[config.mk]
export PLATFORM = sky130hd
export DESIGN_NAME = forget_gate_top
export DESIGN_NICKNAME = d
export VERILOG_FILES = /design/src/design/forget_gate_pkg.sv /design/src/design/operand_memory.sv /design/src/design/memory_arbiter.sv /design/src/design/dot_product_engine.sv /design/src/design/bias_logistic_unit.sv /design/src/design/gate_controller.sv /design/src/design/forget_gate_top.sv
export SDC_FILE = /design/constraint.sdc
export NUM_CORES = 2
export LEC_CHECK = 0
export BUFFER_PORTS_ARGS = -buffer_cell sky130_fd_sc_hd__buf_2
export CAP_MARGIN = 40
export CORE_UTILIZATION = 50
export CTS_CLUSTER_DIAMETER = 40
export DETAILED_ROUTE_END_ITERATION = 8
export GPL_TIMING_DRIVEN = 0
export PLACE_DENSITY = 0.65
export SYNTH_ARGS = -nofsm -noshare
export SYNTH_HDL_FRONTEND = slang
export SYNTH_HIERARCHICAL = 1
export SYNTH_SLANG_ARGS = --single-unit
export TNS_END_PERCENT = 20
[constraint.sdc]
create_clock -name CLK -period 7 [get_ports CLK]
set_input_delay 1.05 -clock CLK [delete_from_list [all_inputs] [get_ports CLK]]
set_output_delay 1.05 -clock CLK [all_outputs]
set_load 0.005 [all_outputs]
[src/design/forget_gate_pkg.sv]
//////////////////////////////////////////////////
// Forget gate shared definitions
// Word widths, operand memory layout and the
// fixed-point types used by every block
//////////////////////////////////////////////////

`default_nettype none

package forget_gate_pkg;

  // Word and accumulator widths
  localparam int DATA_W = 16;
  localparam int ACC_W  = 32;

  // Problem size limits
  localparam int MAX_L  = 8;
  localparam int MAX_N  = 16;

  //////////////////////////////////////////////////
  // Operand memory map
  //////////////////////////////////////////////////
  localparam int ADDR_W  = 8;
  // Weight (l, n) at l*MAX_N + n
  localparam int W_BASE  = 0;
  // Input element n
  localparam int IN_BASE = 128;
  // Bias of row l
  localparam int B_BASE  = 144;

  // Q8.8 operand and Q16.16 accumulator
  typedef logic signed [DATA_W-1:0] data_t;
  typedef logic signed [ACC_W-1:0]  acc_t;

  typedef logic [ADDR_W-1:0]         addr_t;
  typedef logic [$clog2(MAX_L)-1:0]  row_t;
  // Counts run 1..MAX, one extra bit
  typedef logic [$clog2(MAX_N):0]    len_t;
  typedef logic [$clog2(MAX_L):0]    cnt_t;

endpackage

`default_nettype wire

[src/design/operand_memory.sv]
//////////////////////////////////////////////////
// Operand memory
// Single-port synchronous RAM for weights,
// input vector and biases, one-cycle read
//////////////////////////////////////////////////

`timescale 1ns/1ps
`default_nettype none

module operand_memory (
  input  wire                    CLK,
  input  wire                    RST,
  input  wire                    en,
  input  wire                    we,
  input  forget_gate_pkg::addr_t addr,
  input  forget_gate_pkg::data_t wdata,
  output forget_gate_pkg::data_t rdata
);

  // Full address space
  localparam int DEPTH = 2 ** forget_gate_pkg::ADDR_W;

  forget_gate_pkg::data_t mem [DEPTH];

  // Write port, array contents kept across reset
  always_ff @(posedge CLK) begin
    if (en && we) begin
      mem[addr] <= wdata;
    end
  end

  // Registered read on enabled non-write cycles
  always_ff @(posedge CLK or posedge RST) begin
    if (RST) begin
      rdata <= '0;
    end else if (en && !we) begin
      rdata <= mem[addr];
    end
  end

endmodule

`default_nettype wire

[src/design/memory_arbiter.sv]
//////////////////////////////////////////////////
// Operand memory arbiter
// Fixed priority host > bias stage > dot engine,
// routes read-valid back to the granted reader
//////////////////////////////////////////////////

`timescale 1ns/1ps
`default_nettype none

module memory_arbiter (
  input  wire                    CLK,
  input  wire                    RST,
  // Host write port, always wins
  input  wire                    host_req,
  input  forget_gate_pkg::addr_t host_addr,
  input  forget_gate_pkg::data_t host_wdata,
  // Bias stage reads
  input  wire                    bias_req,
  input  forget_gate_pkg::addr_t bias_addr,
  // Dot engine reads
  input  wire                    dot_req,
  input  forget_gate_pkg::addr_t dot_addr,
  output logic                   bias_gnt,
  output logic                   dot_gnt,
  output logic                   bias_rvalid,
  output logic                   dot_rvalid,
  // Memory side
  output logic                   mem_en,
  output logic                   mem_we,
  output forget_gate_pkg::addr_t mem_addr,
  output forget_gate_pkg::data_t mem_wdata
);

  //////////////////////////////////////////////////
  // Grant decision, same cycle
  //////////////////////////////////////////////////
  assign bias_gnt = bias_req && !host_req;
  assign dot_gnt  = dot_req && !host_req && !bias_req;

  assign mem_en    = host_req || bias_req || dot_req;
  assign mem_we    = host_req;
  assign mem_wdata = host_wdata;

  // Address of the winner
  always_comb begin
    if (host_req) begin
      mem_addr = host_addr;
    end else if (bias_req) begin
      mem_addr = bias_addr;
    end else begin
      mem_addr = dot_addr;
    end
  end

  // Remember the granted reader for the return word
  always_ff @(posedge CLK or posedge RST) begin
    if (RST) begin
      bias_rvalid <= 1'b0;
      dot_rvalid  <= 1'b0;
    end else begin
      bias_rvalid <= bias_gnt;
      dot_rvalid  <= dot_gnt;
    end
  end

endmodule

`default_nettype wire

[src/design/dot_product_engine.sv]
//////////////////////////////////////////////////
// Dot product engine
// Multiply-accumulate of one weight row against
// the input vector, weight and input read in turn
//////////////////////////////////////////////////

`timescale 1ns/1ps
`default_nettype none

module dot_product_engine (
  input  wire                    CLK,
  input  wire                    RST,
  input  wire                    row_start,
  input  forget_gate_pkg::row_t  row_sel,
  input  forget_gate_pkg::len_t  len,
  input  wire                    take,
  input  wire                    gnt,
  input  wire                    rvalid,
  input  forget_gate_pkg::data_t rdata,
  output logic                   req,
  output forget_gate_pkg::addr_t addr,
  output logic                   result_valid,
  output forget_gate_pkg::acc_t  acc_out,
  output forget_gate_pkg::row_t  result_row,
  output logic                   busy
);

  typedef enum logic [2:0] {
    S_IDLE,
    S_W,
    S_X,
    S_LAST,
    S_DONE
  } state_t;

  state_t                 state;
  forget_gate_pkg::len_t  idx;
  forget_gate_pkg::len_t  len_q;
  forget_gate_pkg::row_t  row_q;
  forget_gate_pkg::data_t weight_q;
  forget_gate_pkg::acc_t  acc_q;
  logic                   last_elem;

  //////////////////////////////////////////////////
  // Request side
  //////////////////////////////////////////////////
  assign req       = (state == S_W) || (state == S_X);
  assign busy      = (state != S_IDLE);
  assign last_elem = (idx == len_q - forget_gate_pkg::len_t'(1));

  // Weight row stride is MAX_N
  always_comb begin
    if (state == S_W) begin
      addr = forget_gate_pkg::addr_t'(forget_gate_pkg::W_BASE
             + int'(row_q) * forget_gate_pkg::MAX_N + int'(idx));
    end else begin
      addr = forget_gate_pkg::addr_t'(forget_gate_pkg::IN_BASE + int'(idx));
    end
  end

  // Sequencing
  always_ff @(posedge CLK or posedge RST) begin
    if (RST) begin
      state        <= S_IDLE;
      idx          <= '0;
      result_valid <= 1'b0;
    end else begin
      case (state)
        S_IDLE: begin
          if (row_start) begin
            idx   <= '0;
            state <= S_W;
          end
        end
        // Weight read, hold until granted
        S_W: begin
          if (gnt) begin
            state <= S_X;
          end
        end
        // Input read for the same element
        S_X: begin
          if (gnt) begin
            if (last_elem) begin
              state <= S_LAST;
            end else begin
              idx   <= idx + forget_gate_pkg::len_t'(1);
              state <= S_W;
            end
          end
        end
        // Last input word still in flight
        S_LAST: begin
          if (rvalid) begin
            result_valid <= 1'b1;
            state        <= S_DONE;
          end
        end
        // Hold result until the bias stage takes it
        S_DONE: begin
          if (take) begin
            result_valid <= 1'b0;
            state        <= S_IDLE;
          end
        end
        default: state <= S_IDLE;
      endcase
    end
  end

  //////////////////////////////////////////////////
  // Datapath
  //////////////////////////////////////////////////
  // Weight words only ever return while in S_X
  always_ff @(posedge CLK) begin
    if (state == S_IDLE && row_start) begin
      row_q <= row_sel;
      len_q <= len;
      acc_q <= '0;
    end else if (rvalid && state == S_X) begin
      weight_q <= rdata;
    end else if (rvalid) begin
      // Q8.8 x Q8.8 gives Q16.16, wraps mod 2^32
      acc_q <= acc_q + forget_gate_pkg::acc_t'(weight_q) * forget_gate_pkg::acc_t'(rdata);
    end
  end

  assign acc_out    = acc_q;
  assign result_row = row_q;

endmodule

`default_nettype wire

[src/design/bias_logistic_unit.sv]
//////////////////////////////////////////////////
// Bias and logistic stage
// Adds the row bias to the dot product and
// applies the hard sigmoid, one gate per row
//////////////////////////////////////////////////

`timescale 1ns/1ps
`default_nettype none

module bias_logistic_unit (
  input  wire                    CLK,
  input  wire                    RST,
  input  wire                    result_valid,
  input  forget_gate_pkg::acc_t  acc_in,
  input  forget_gate_pkg::row_t  row_in,
  input  wire                    gnt,
  input  wire                    rvalid,
  input  forget_gate_pkg::data_t rdata,
  output logic                   take,
  output logic                   req,
  output forget_gate_pkg::addr_t addr,
  output forget_gate_pkg::data_t f_out,
  output forget_gate_pkg::row_t  f_index,
  output logic                   f_enable
);

  typedef enum logic [1:0] {
    B_IDLE,
    B_REQ,
    B_WAIT
  } state_t;

  state_t                state;
  forget_gate_pkg::acc_t acc_q;
  forget_gate_pkg::row_t row_q;
  forget_gate_pkg::acc_t sum;
  forget_gate_pkg::acc_t lin;
  forget_gate_pkg::data_t gate;

  // Accept only when idle, else engine holds its result
  assign take = (state == B_IDLE) && result_valid;
  assign req  = (state == B_REQ);
  assign addr = forget_gate_pkg::addr_t'(forget_gate_pkg::B_BASE + int'(row_q));

  //////////////////////////////////////////////////
  // Hard sigmoid, y = z/4 + 1/2 clamped to [0, 1]
  //////////////////////////////////////////////////
  always_comb begin
    // Bias Q8.8 aligned to Q16.16
    sum = acc_q + (forget_gate_pkg::acc_t'(rdata) <<< 8);
    // Q16.16 to Q8.8 is >>>8, /4 is two more
    lin = (sum >>> 10) + 32'sd128;
    if (lin < 0) begin
      gate = '0;
    end else if (lin > 256) begin
      gate = 16'sd256;
    end else begin
      gate = forget_gate_pkg::data_t'(lin);
    end
  end

  always_ff @(posedge CLK or posedge RST) begin
    if (RST) begin
      state    <= B_IDLE;
      f_enable <= 1'b0;
    end else begin
      f_enable <= 1'b0;
      case (state)
        B_IDLE: begin
          if (take) begin
            state <= B_REQ;
          end
        end
        B_REQ: begin
          if (gnt) begin
            state <= B_WAIT;
          end
        end
        B_WAIT: begin
          if (rvalid) begin
            f_enable <= 1'b1;
            state    <= B_IDLE;
          end
        end
        default: state <= B_IDLE;
      endcase
    end
  end

  // Captured operands and registered gate
  always_ff @(posedge CLK) begin
    if (take) begin
      acc_q <= acc_in;
      row_q <= row_in;
    end
    if (state == B_WAIT && rvalid) begin
      f_out   <= gate;
      f_index <= row_q;
    end
  end

endmodule

`default_nettype wire

[src/design/gate_controller.sv]
//////////////////////////////////////////////////
// Gate controller
// Latches the run size, dispatches rows to the
// dot engine and signals READY when all are out
//////////////////////////////////////////////////

`timescale 1ns/1ps
`default_nettype none

module gate_controller (
  input  wire                   CLK,
  input  wire                   RST,
  input  wire                   start,
  input  forget_gate_pkg::cnt_t size_l,
  input  forget_gate_pkg::len_t size_n,
  input  wire                   take,
  input  wire                   f_enable,
  output logic                  row_start,
  output forget_gate_pkg::row_t row_sel,
  output forget_gate_pkg::len_t len,
  output logic                  ready
);

  typedef enum logic {
    C_IDLE,
    C_RUN
  } state_t;

  state_t                state;
  forget_gate_pkg::cnt_t size_l_q;
  // Rows handed to the engine so far
  forget_gate_pkg::cnt_t issued;
  // Gates seen on the output
  forget_gate_pkg::cnt_t done_cnt;

  always_ff @(posedge CLK or posedge RST) begin
    if (RST) begin
      state     <= C_IDLE;
      size_l_q  <= '0;
      len       <= '0;
      issued    <= '0;
      done_cnt  <= '0;
      row_start <= 1'b0;
      row_sel   <= '0;
      ready     <= 1'b0;
    end else begin
      row_start <= 1'b0;
      ready     <= 1'b0;
      case (state)
        // START only honoured here
        C_IDLE: begin
          if (start) begin
            size_l_q  <= size_l;
            len       <= size_n;
            row_sel   <= '0;
            row_start <= 1'b1;
            issued    <= forget_gate_pkg::cnt_t'(1);
            done_cnt  <= '0;
            state     <= C_RUN;
          end
        end
        C_RUN: begin
          // Next row once the previous result left the engine
          if (take && issued < size_l_q) begin
            row_sel   <= forget_gate_pkg::row_t'(issued);
            row_start <= 1'b1;
            issued    <= issued + forget_gate_pkg::cnt_t'(1);
          end
          if (f_enable) begin
            done_cnt <= done_cnt + forget_gate_pkg::cnt_t'(1);
            // Last gate out, pulse READY next cycle
            if (done_cnt == size_l_q - forget_gate_pkg::cnt_t'(1)) begin
              ready <= 1'b1;
              state <= C_IDLE;
            end
          end
        end
        default: state <= C_IDLE;
      endcase
    end
  end

endmodule

`default_nettype wire

[src/design/forget_gate_top.sv]
//////////////////////////////////////////////////
// Forget gate top level
// Controller, dot engine and bias stage sharing
// one operand memory through the arbiter
//////////////////////////////////////////////////

`timescale 1ns/1ps
`default_nettype none

module forget_gate_top (
  input  wire                    CLK,
  input  wire                    RST,
  // Host load port
  input  wire                    LOAD_ENABLE,
  input  forget_gate_pkg::addr_t LOAD_ADDR,
  input  forget_gate_pkg::data_t LOAD_DATA,
  // Run control
  input  wire                    START,
  input  forget_gate_pkg::cnt_t  SIZE_L_IN,
  input  forget_gate_pkg::len_t  SIZE_N_IN,
  // Results
  output forget_gate_pkg::data_t F_OUT,
  output forget_gate_pkg::row_t  F_OUT_INDEX,
  output logic                   F_OUT_ENABLE,
  output logic                   READY
);

  //////////////////////////////////////////////////
  // Interconnect
  //////////////////////////////////////////////////
  // Controller to engine
  logic                   row_start;
  forget_gate_pkg::row_t  row_sel;
  forget_gate_pkg::len_t  row_len;
  // Engine to bias stage
  logic                   take;
  logic                   result_valid;
  forget_gate_pkg::acc_t  dot_acc;
  forget_gate_pkg::row_t  dot_row;
  // Arbiter peers
  logic                   dot_req;
  logic                   dot_gnt;
  logic                   dot_rvalid;
  forget_gate_pkg::addr_t dot_addr;
  logic                   bias_req;
  logic                   bias_gnt;
  logic                   bias_rvalid;
  forget_gate_pkg::addr_t bias_addr;
  // Memory port
  logic                   mem_en;
  logic                   mem_we;
  forget_gate_pkg::addr_t mem_addr;
  forget_gate_pkg::data_t mem_wdata;
  forget_gate_pkg::data_t mem_rdata;

  gate_controller u_gate_controller (
    .CLK       (CLK),
    .RST       (RST),
    .start     (START),
    .size_l    (SIZE_L_IN),
    .size_n    (SIZE_N_IN),
    .take      (take),
    .f_enable  (F_OUT_ENABLE),
    .row_start (row_start),
    .row_sel   (row_sel),
    .len       (row_len),
    .ready     (READY)
  );

  // Busy left for probing only
  dot_product_engine u_dot_product_engine (
    .CLK          (CLK),
    .RST          (RST),
    .row_start    (row_start),
    .row_sel      (row_sel),
    .len          (row_len),
    .take         (take),
    .gnt          (dot_gnt),
    .rvalid       (dot_rvalid),
    .rdata        (mem_rdata),
    .req          (dot_req),
    .addr         (dot_addr),
    .result_valid (result_valid),
    .acc_out      (dot_acc),
    .result_row   (dot_row),
    .busy         ()
  );

  bias_logistic_unit u_bias_logistic_unit (
    .CLK          (CLK),
    .RST          (RST),
    .result_valid (result_valid),
    .acc_in       (dot_acc),
    .row_in       (dot_row),
    .gnt          (bias_gnt),
    .rvalid       (bias_rvalid),
    .rdata        (mem_rdata),
    .take         (take),
    .req          (bias_req),
    .addr         (bias_addr),
    .f_out        (F_OUT),
    .f_index      (F_OUT_INDEX),
    .f_enable     (F_OUT_ENABLE)
  );

  memory_arbiter u_memory_arbiter (
    .CLK         (CLK),
    .RST         (RST),
    .host_req    (LOAD_ENABLE),
    .host_addr   (LOAD_ADDR),
    .host_wdata  (LOAD_DATA),
    .bias_req    (bias_req),
    .bias_addr   (bias_addr),
    .dot_req     (dot_req),
    .dot_addr    (dot_addr),
    .bias_gnt    (bias_gnt),
    .dot_gnt     (dot_gnt),
    .bias_rvalid (bias_rvalid),
    .dot_rvalid  (dot_rvalid),
    .mem_en      (mem_en),
    .mem_we      (mem_we),
    .mem_addr    (mem_addr),
    .mem_wdata   (mem_wdata)
  );

  operand_memory u_operand_memory (
    .CLK   (CLK),
    .RST   (RST),
    .en    (mem_en),
    .we    (mem_we),
    .addr  (mem_addr),
    .wdata (mem_wdata),
    .rdata (mem_rdata)
  );

endmodule

`default_nettype wire

==> parameters.txt <==
Parameter                              Value

Worst setup path
  Worst Setup Path Type    flop to flop
  Kind of launch point of the worst setup path    flop
  Launching instance or port of the critical path    u_bias_logistic_unit/state[0]
  Crit Reg-Reg Startpoint    u_bias_logistic_unit/state[0]
  Crit path arrival time    between 8 and 9 ns
  Worst Setup End Kind    flop
  Maximum fanout along the worst path    12
  Required time of the critical path    7.79 ns

Clock network
  Buffer levels on the longest clock path    4
  Num Clock Sinks    ~4300
  Clock network latency to the later pin of the worst-skew pair    1.04 ns
  Number of H-tree levels    6
  TritonCTS clock tree    done
  Clock-pin slew of the registers on the worst-case setup and hold paths    approximately 0.060 ns
  Number of buffers added by the clock tree synthesis step    539
  Library cell used as clock root buffer    clkbuf_16

Timing
  Final hold violation count    0
  Worst Max-Slew Pin Slew    1.190 ns
  Number of pins exceeding their max-slew limit in the final report    0
  Minimum clock period after layout    around 7.3 ns
  Fraction of the cycle the final worst path needs    104.8%
  Hold slack    0.2046 ns
  Relative max-transition margin    about a fifth
  Fmax achieved    136.4 MHz
  Number of setup violations in the final report    between 500 and 600
  Unrepaired setup endpoints after global routing    true
  Clock tree skew after final layout    0.05686 ns
  Final worst-path setup slack    -0.3340 ns
  Setup TNS    -73.54 ns

Placement
  Gp weighted congestion    1.031
  Dpl cell area    around 190000 um^2
  Buffers on Ports    40
  Placed Cells    13969
  Post-detailed-placement half-perimeter wirelength    between 400000 and 500000 um

Die
  Horizontal die dimension    595.3 um
  Vertical die dimension    just under 600 um
  Top-level port count    between 50 and 60
  Placement row count    about 220
  Area of the core region    350000 um^2
  Initial Utilization    50.29%
  Die area    about 350000 um^2

Routing
  Routed WL per cell    42.41 um
  Sum of routed wire length over all layers    around 640000 um
  Residual DRC    0
  Antenna Violating Nets Remaining    0
  Total iterations of the first detailed-routing run    6
  1st-iter DRT viols    17057
  Vias per cell    6.806
  Via count of the routed design    101973

Worst hold path
  Launch point of the worst hold path    SIZE_N_IN[4]
  Worst min-delay path class    input pin to flop

Global route
  Global-route total usage across every layer    35.76%
  Initial antenna violation count    50
  Pin count of the biggest net entering global routing    174
  Via count of the first global-routing pass    between 90000 and 100k
  First-pass GRT wire length    849000 um
  Gr ovfl total    0

Power and ir drop
  Psw    47.58 mW
  Sequential Power Share    24.4%
  Int Pwr    70.07 mW
  Maximum vdd ir drop    3.383 mV
  Static Leakage    68.42 nW
  Clock Power Share    24.1%
  Total power    ~120 mW
  Power share of the combinational group    roughly half
  Power density relative to cell area    564.6 nW/um^2
  Fraction of power spent switching nets    40.44%

Cells and area
  Number of nets in the layout    10377
  Area of the multi-input gates    ~46000 um^2
  Ratio of cells with drive above 1 in the final layout    between 20 and 30%
  Sequential cell area    127100 um^2
  Filler cell count in the final layout    between 20000 and 25000
  Final cell count without fillers    14982
  Finished Cell Area    208400 um^2
  P&R area growth vs syn    18.39%

Yosys
  Post-Syn Area    ~180000 um^2
  Post-synthesis instance total    between 8000 and 9000
  Avg Inst Size Synth    about 20 um^2
  Warnings, synthesis    6

Run status
  Status    finished, violations left
  Violations in the final reports    negative setup slack

Flow run
  Total of max-cap violations    0
[layout make-up]
class	count	area share, %
buffer	497	1.449
antenna	30	0.03603
tap	4599	2.761
inverter	377	0.6809
multi-input combinational	3801	22.00
sequential	4251	60.98
clock inverter	367	2.127
timing repair buffer	450	3.271
clock buffer	610	6.692
[sequential cells by signal (all words and copies together), names as in the netlist, 3 cells and up]
name                             count
u_dot_product_engine/result_row      3
u_gate_controller/len                5
u_gate_controller/issued             4
u_gate_controller/done_cnt           4
u_operand_memory/rdata              16
u_bias_logistic_unit/f_index         3
u_dot_product_engine/state           3
u_gate_controller/size_l_q           4
u_dot_product_engine/weight_q       16
u_gate_controller/row_sel            3
u_dot_product_engine/len_q           5
u_dot_product_engine/acc_out        32
u_dot_product_engine/idx             5
u_bias_logistic_unit/acc_q          24
u_bias_logistic_unit/f_out          16
u_bias_logistic_unit/row_q           3
u_operand_memory/mem              4096
[power by group through the flow]
stage	clock network, mW	registers, mW	logic, mW
after global placement	0	29.4	59.3
after CTS	28.5	28.7	60.4
final	28.3	28.8	60.5
after detailed placement	0	29.3	60.0
after global routing	29.4	28.7	64.9
after floorplan	0	29.0	49.0
[cells in the final DEF, fill, tap and decap left out, types with 38 or more instances in the layout]
cell type	instances
edfxtp_1	4166
mux4_2	968
clkbuf_16	548
inv_1	372
nand2_1	317
fa_1	292
buf_8	237
mux2i_1	236
clkbuf_1	201
buf_2	196
o22ai_1	187
nor2_2	182
and2_1	156
buf_4	139
ha_1	131
a21oi_1	112
nor2_1	110
o21ai_0	98
a22oi_1	79
buf_16	78
nor2_4	76
buf_6	75
clkinv_1	71
mux2_2	67
bufinv_16	66
a211oi_1	65
clkinv_2	56
nor3_1	56
nand3_1	56
inv_6	52
xnor2_1	43
a31oi_1	42
dfrtp_1	42
clkinvlp_4	40
clkbuf_2	38
[critical path, stage by stage, from the launching register on]
cell	delay, ns
dfrtp_1	0.37
nor2b_1	0.30
buf_6	0.22
mux2i_1	0.22
o21ai_1	0.09
buf_2	0.26
buf_4	0.29
buf_4	0.32
inv_1	0.34
buf_2	0.63
buf_2	0.69
buf_2	0.83
nor3_1	0.23
nand2_1	0.60
buf_8	0.24
buf_2	0.77
nor2_2	0.30
buf_8	0.26
[worst paths after layout]
kind | to | slack, ns | depth (start not counted)
max in group asynchronous | u_operand_memory/rdata[6] | 5.47 | 3
min reg2reg | u_dot_product_engine/result_row[2] | 0.45 | 0
max | u_operand_memory/mem[174][13] | -0.33 | 17
min | u_gate_controller/len[4] | 0.20 | 3
max reg2reg | u_operand_memory/mem[174][13] | -0.33 | 17
min in group asynchronous | u_memory_arbiter/bias_rvalid | 0.57 | 3
[per-stage QoR]
stage	util [%]	worst slack (ns)
after global placement	52.01	-1.888
after global routing	59.52	-0.1002
after detailed placement	54.18	-0.4821
after CTS	59.45	-0.03242
after floorplan	-	1.027
final	59.54	-0.3340
[per-layer routing]
| metal | part of all wire [%] | up-vias | global-route usage, % |
|---|---|---|---|
| met2 | 44 | 8493 | 52.77 |
| met5 | 0.028 | - | 0 |
| met3 | 14 | 1912 | 10.39 |
| met4 | 8.3 | 26 | 24.16 |
| met1 | 34 | 53392 | 46.26 |
| li1 | - | 38150 | - |
[repair_timing]
item,CTS,global route
hold endpoints to repair,6,0
pin swaps,0,1
setup buffers,0,2
hold buffers,1,0
endpoints found under the setup margin,94,224
gates resized for setup,23,43
Note: power is estimated with default switching activity, not from simulation.
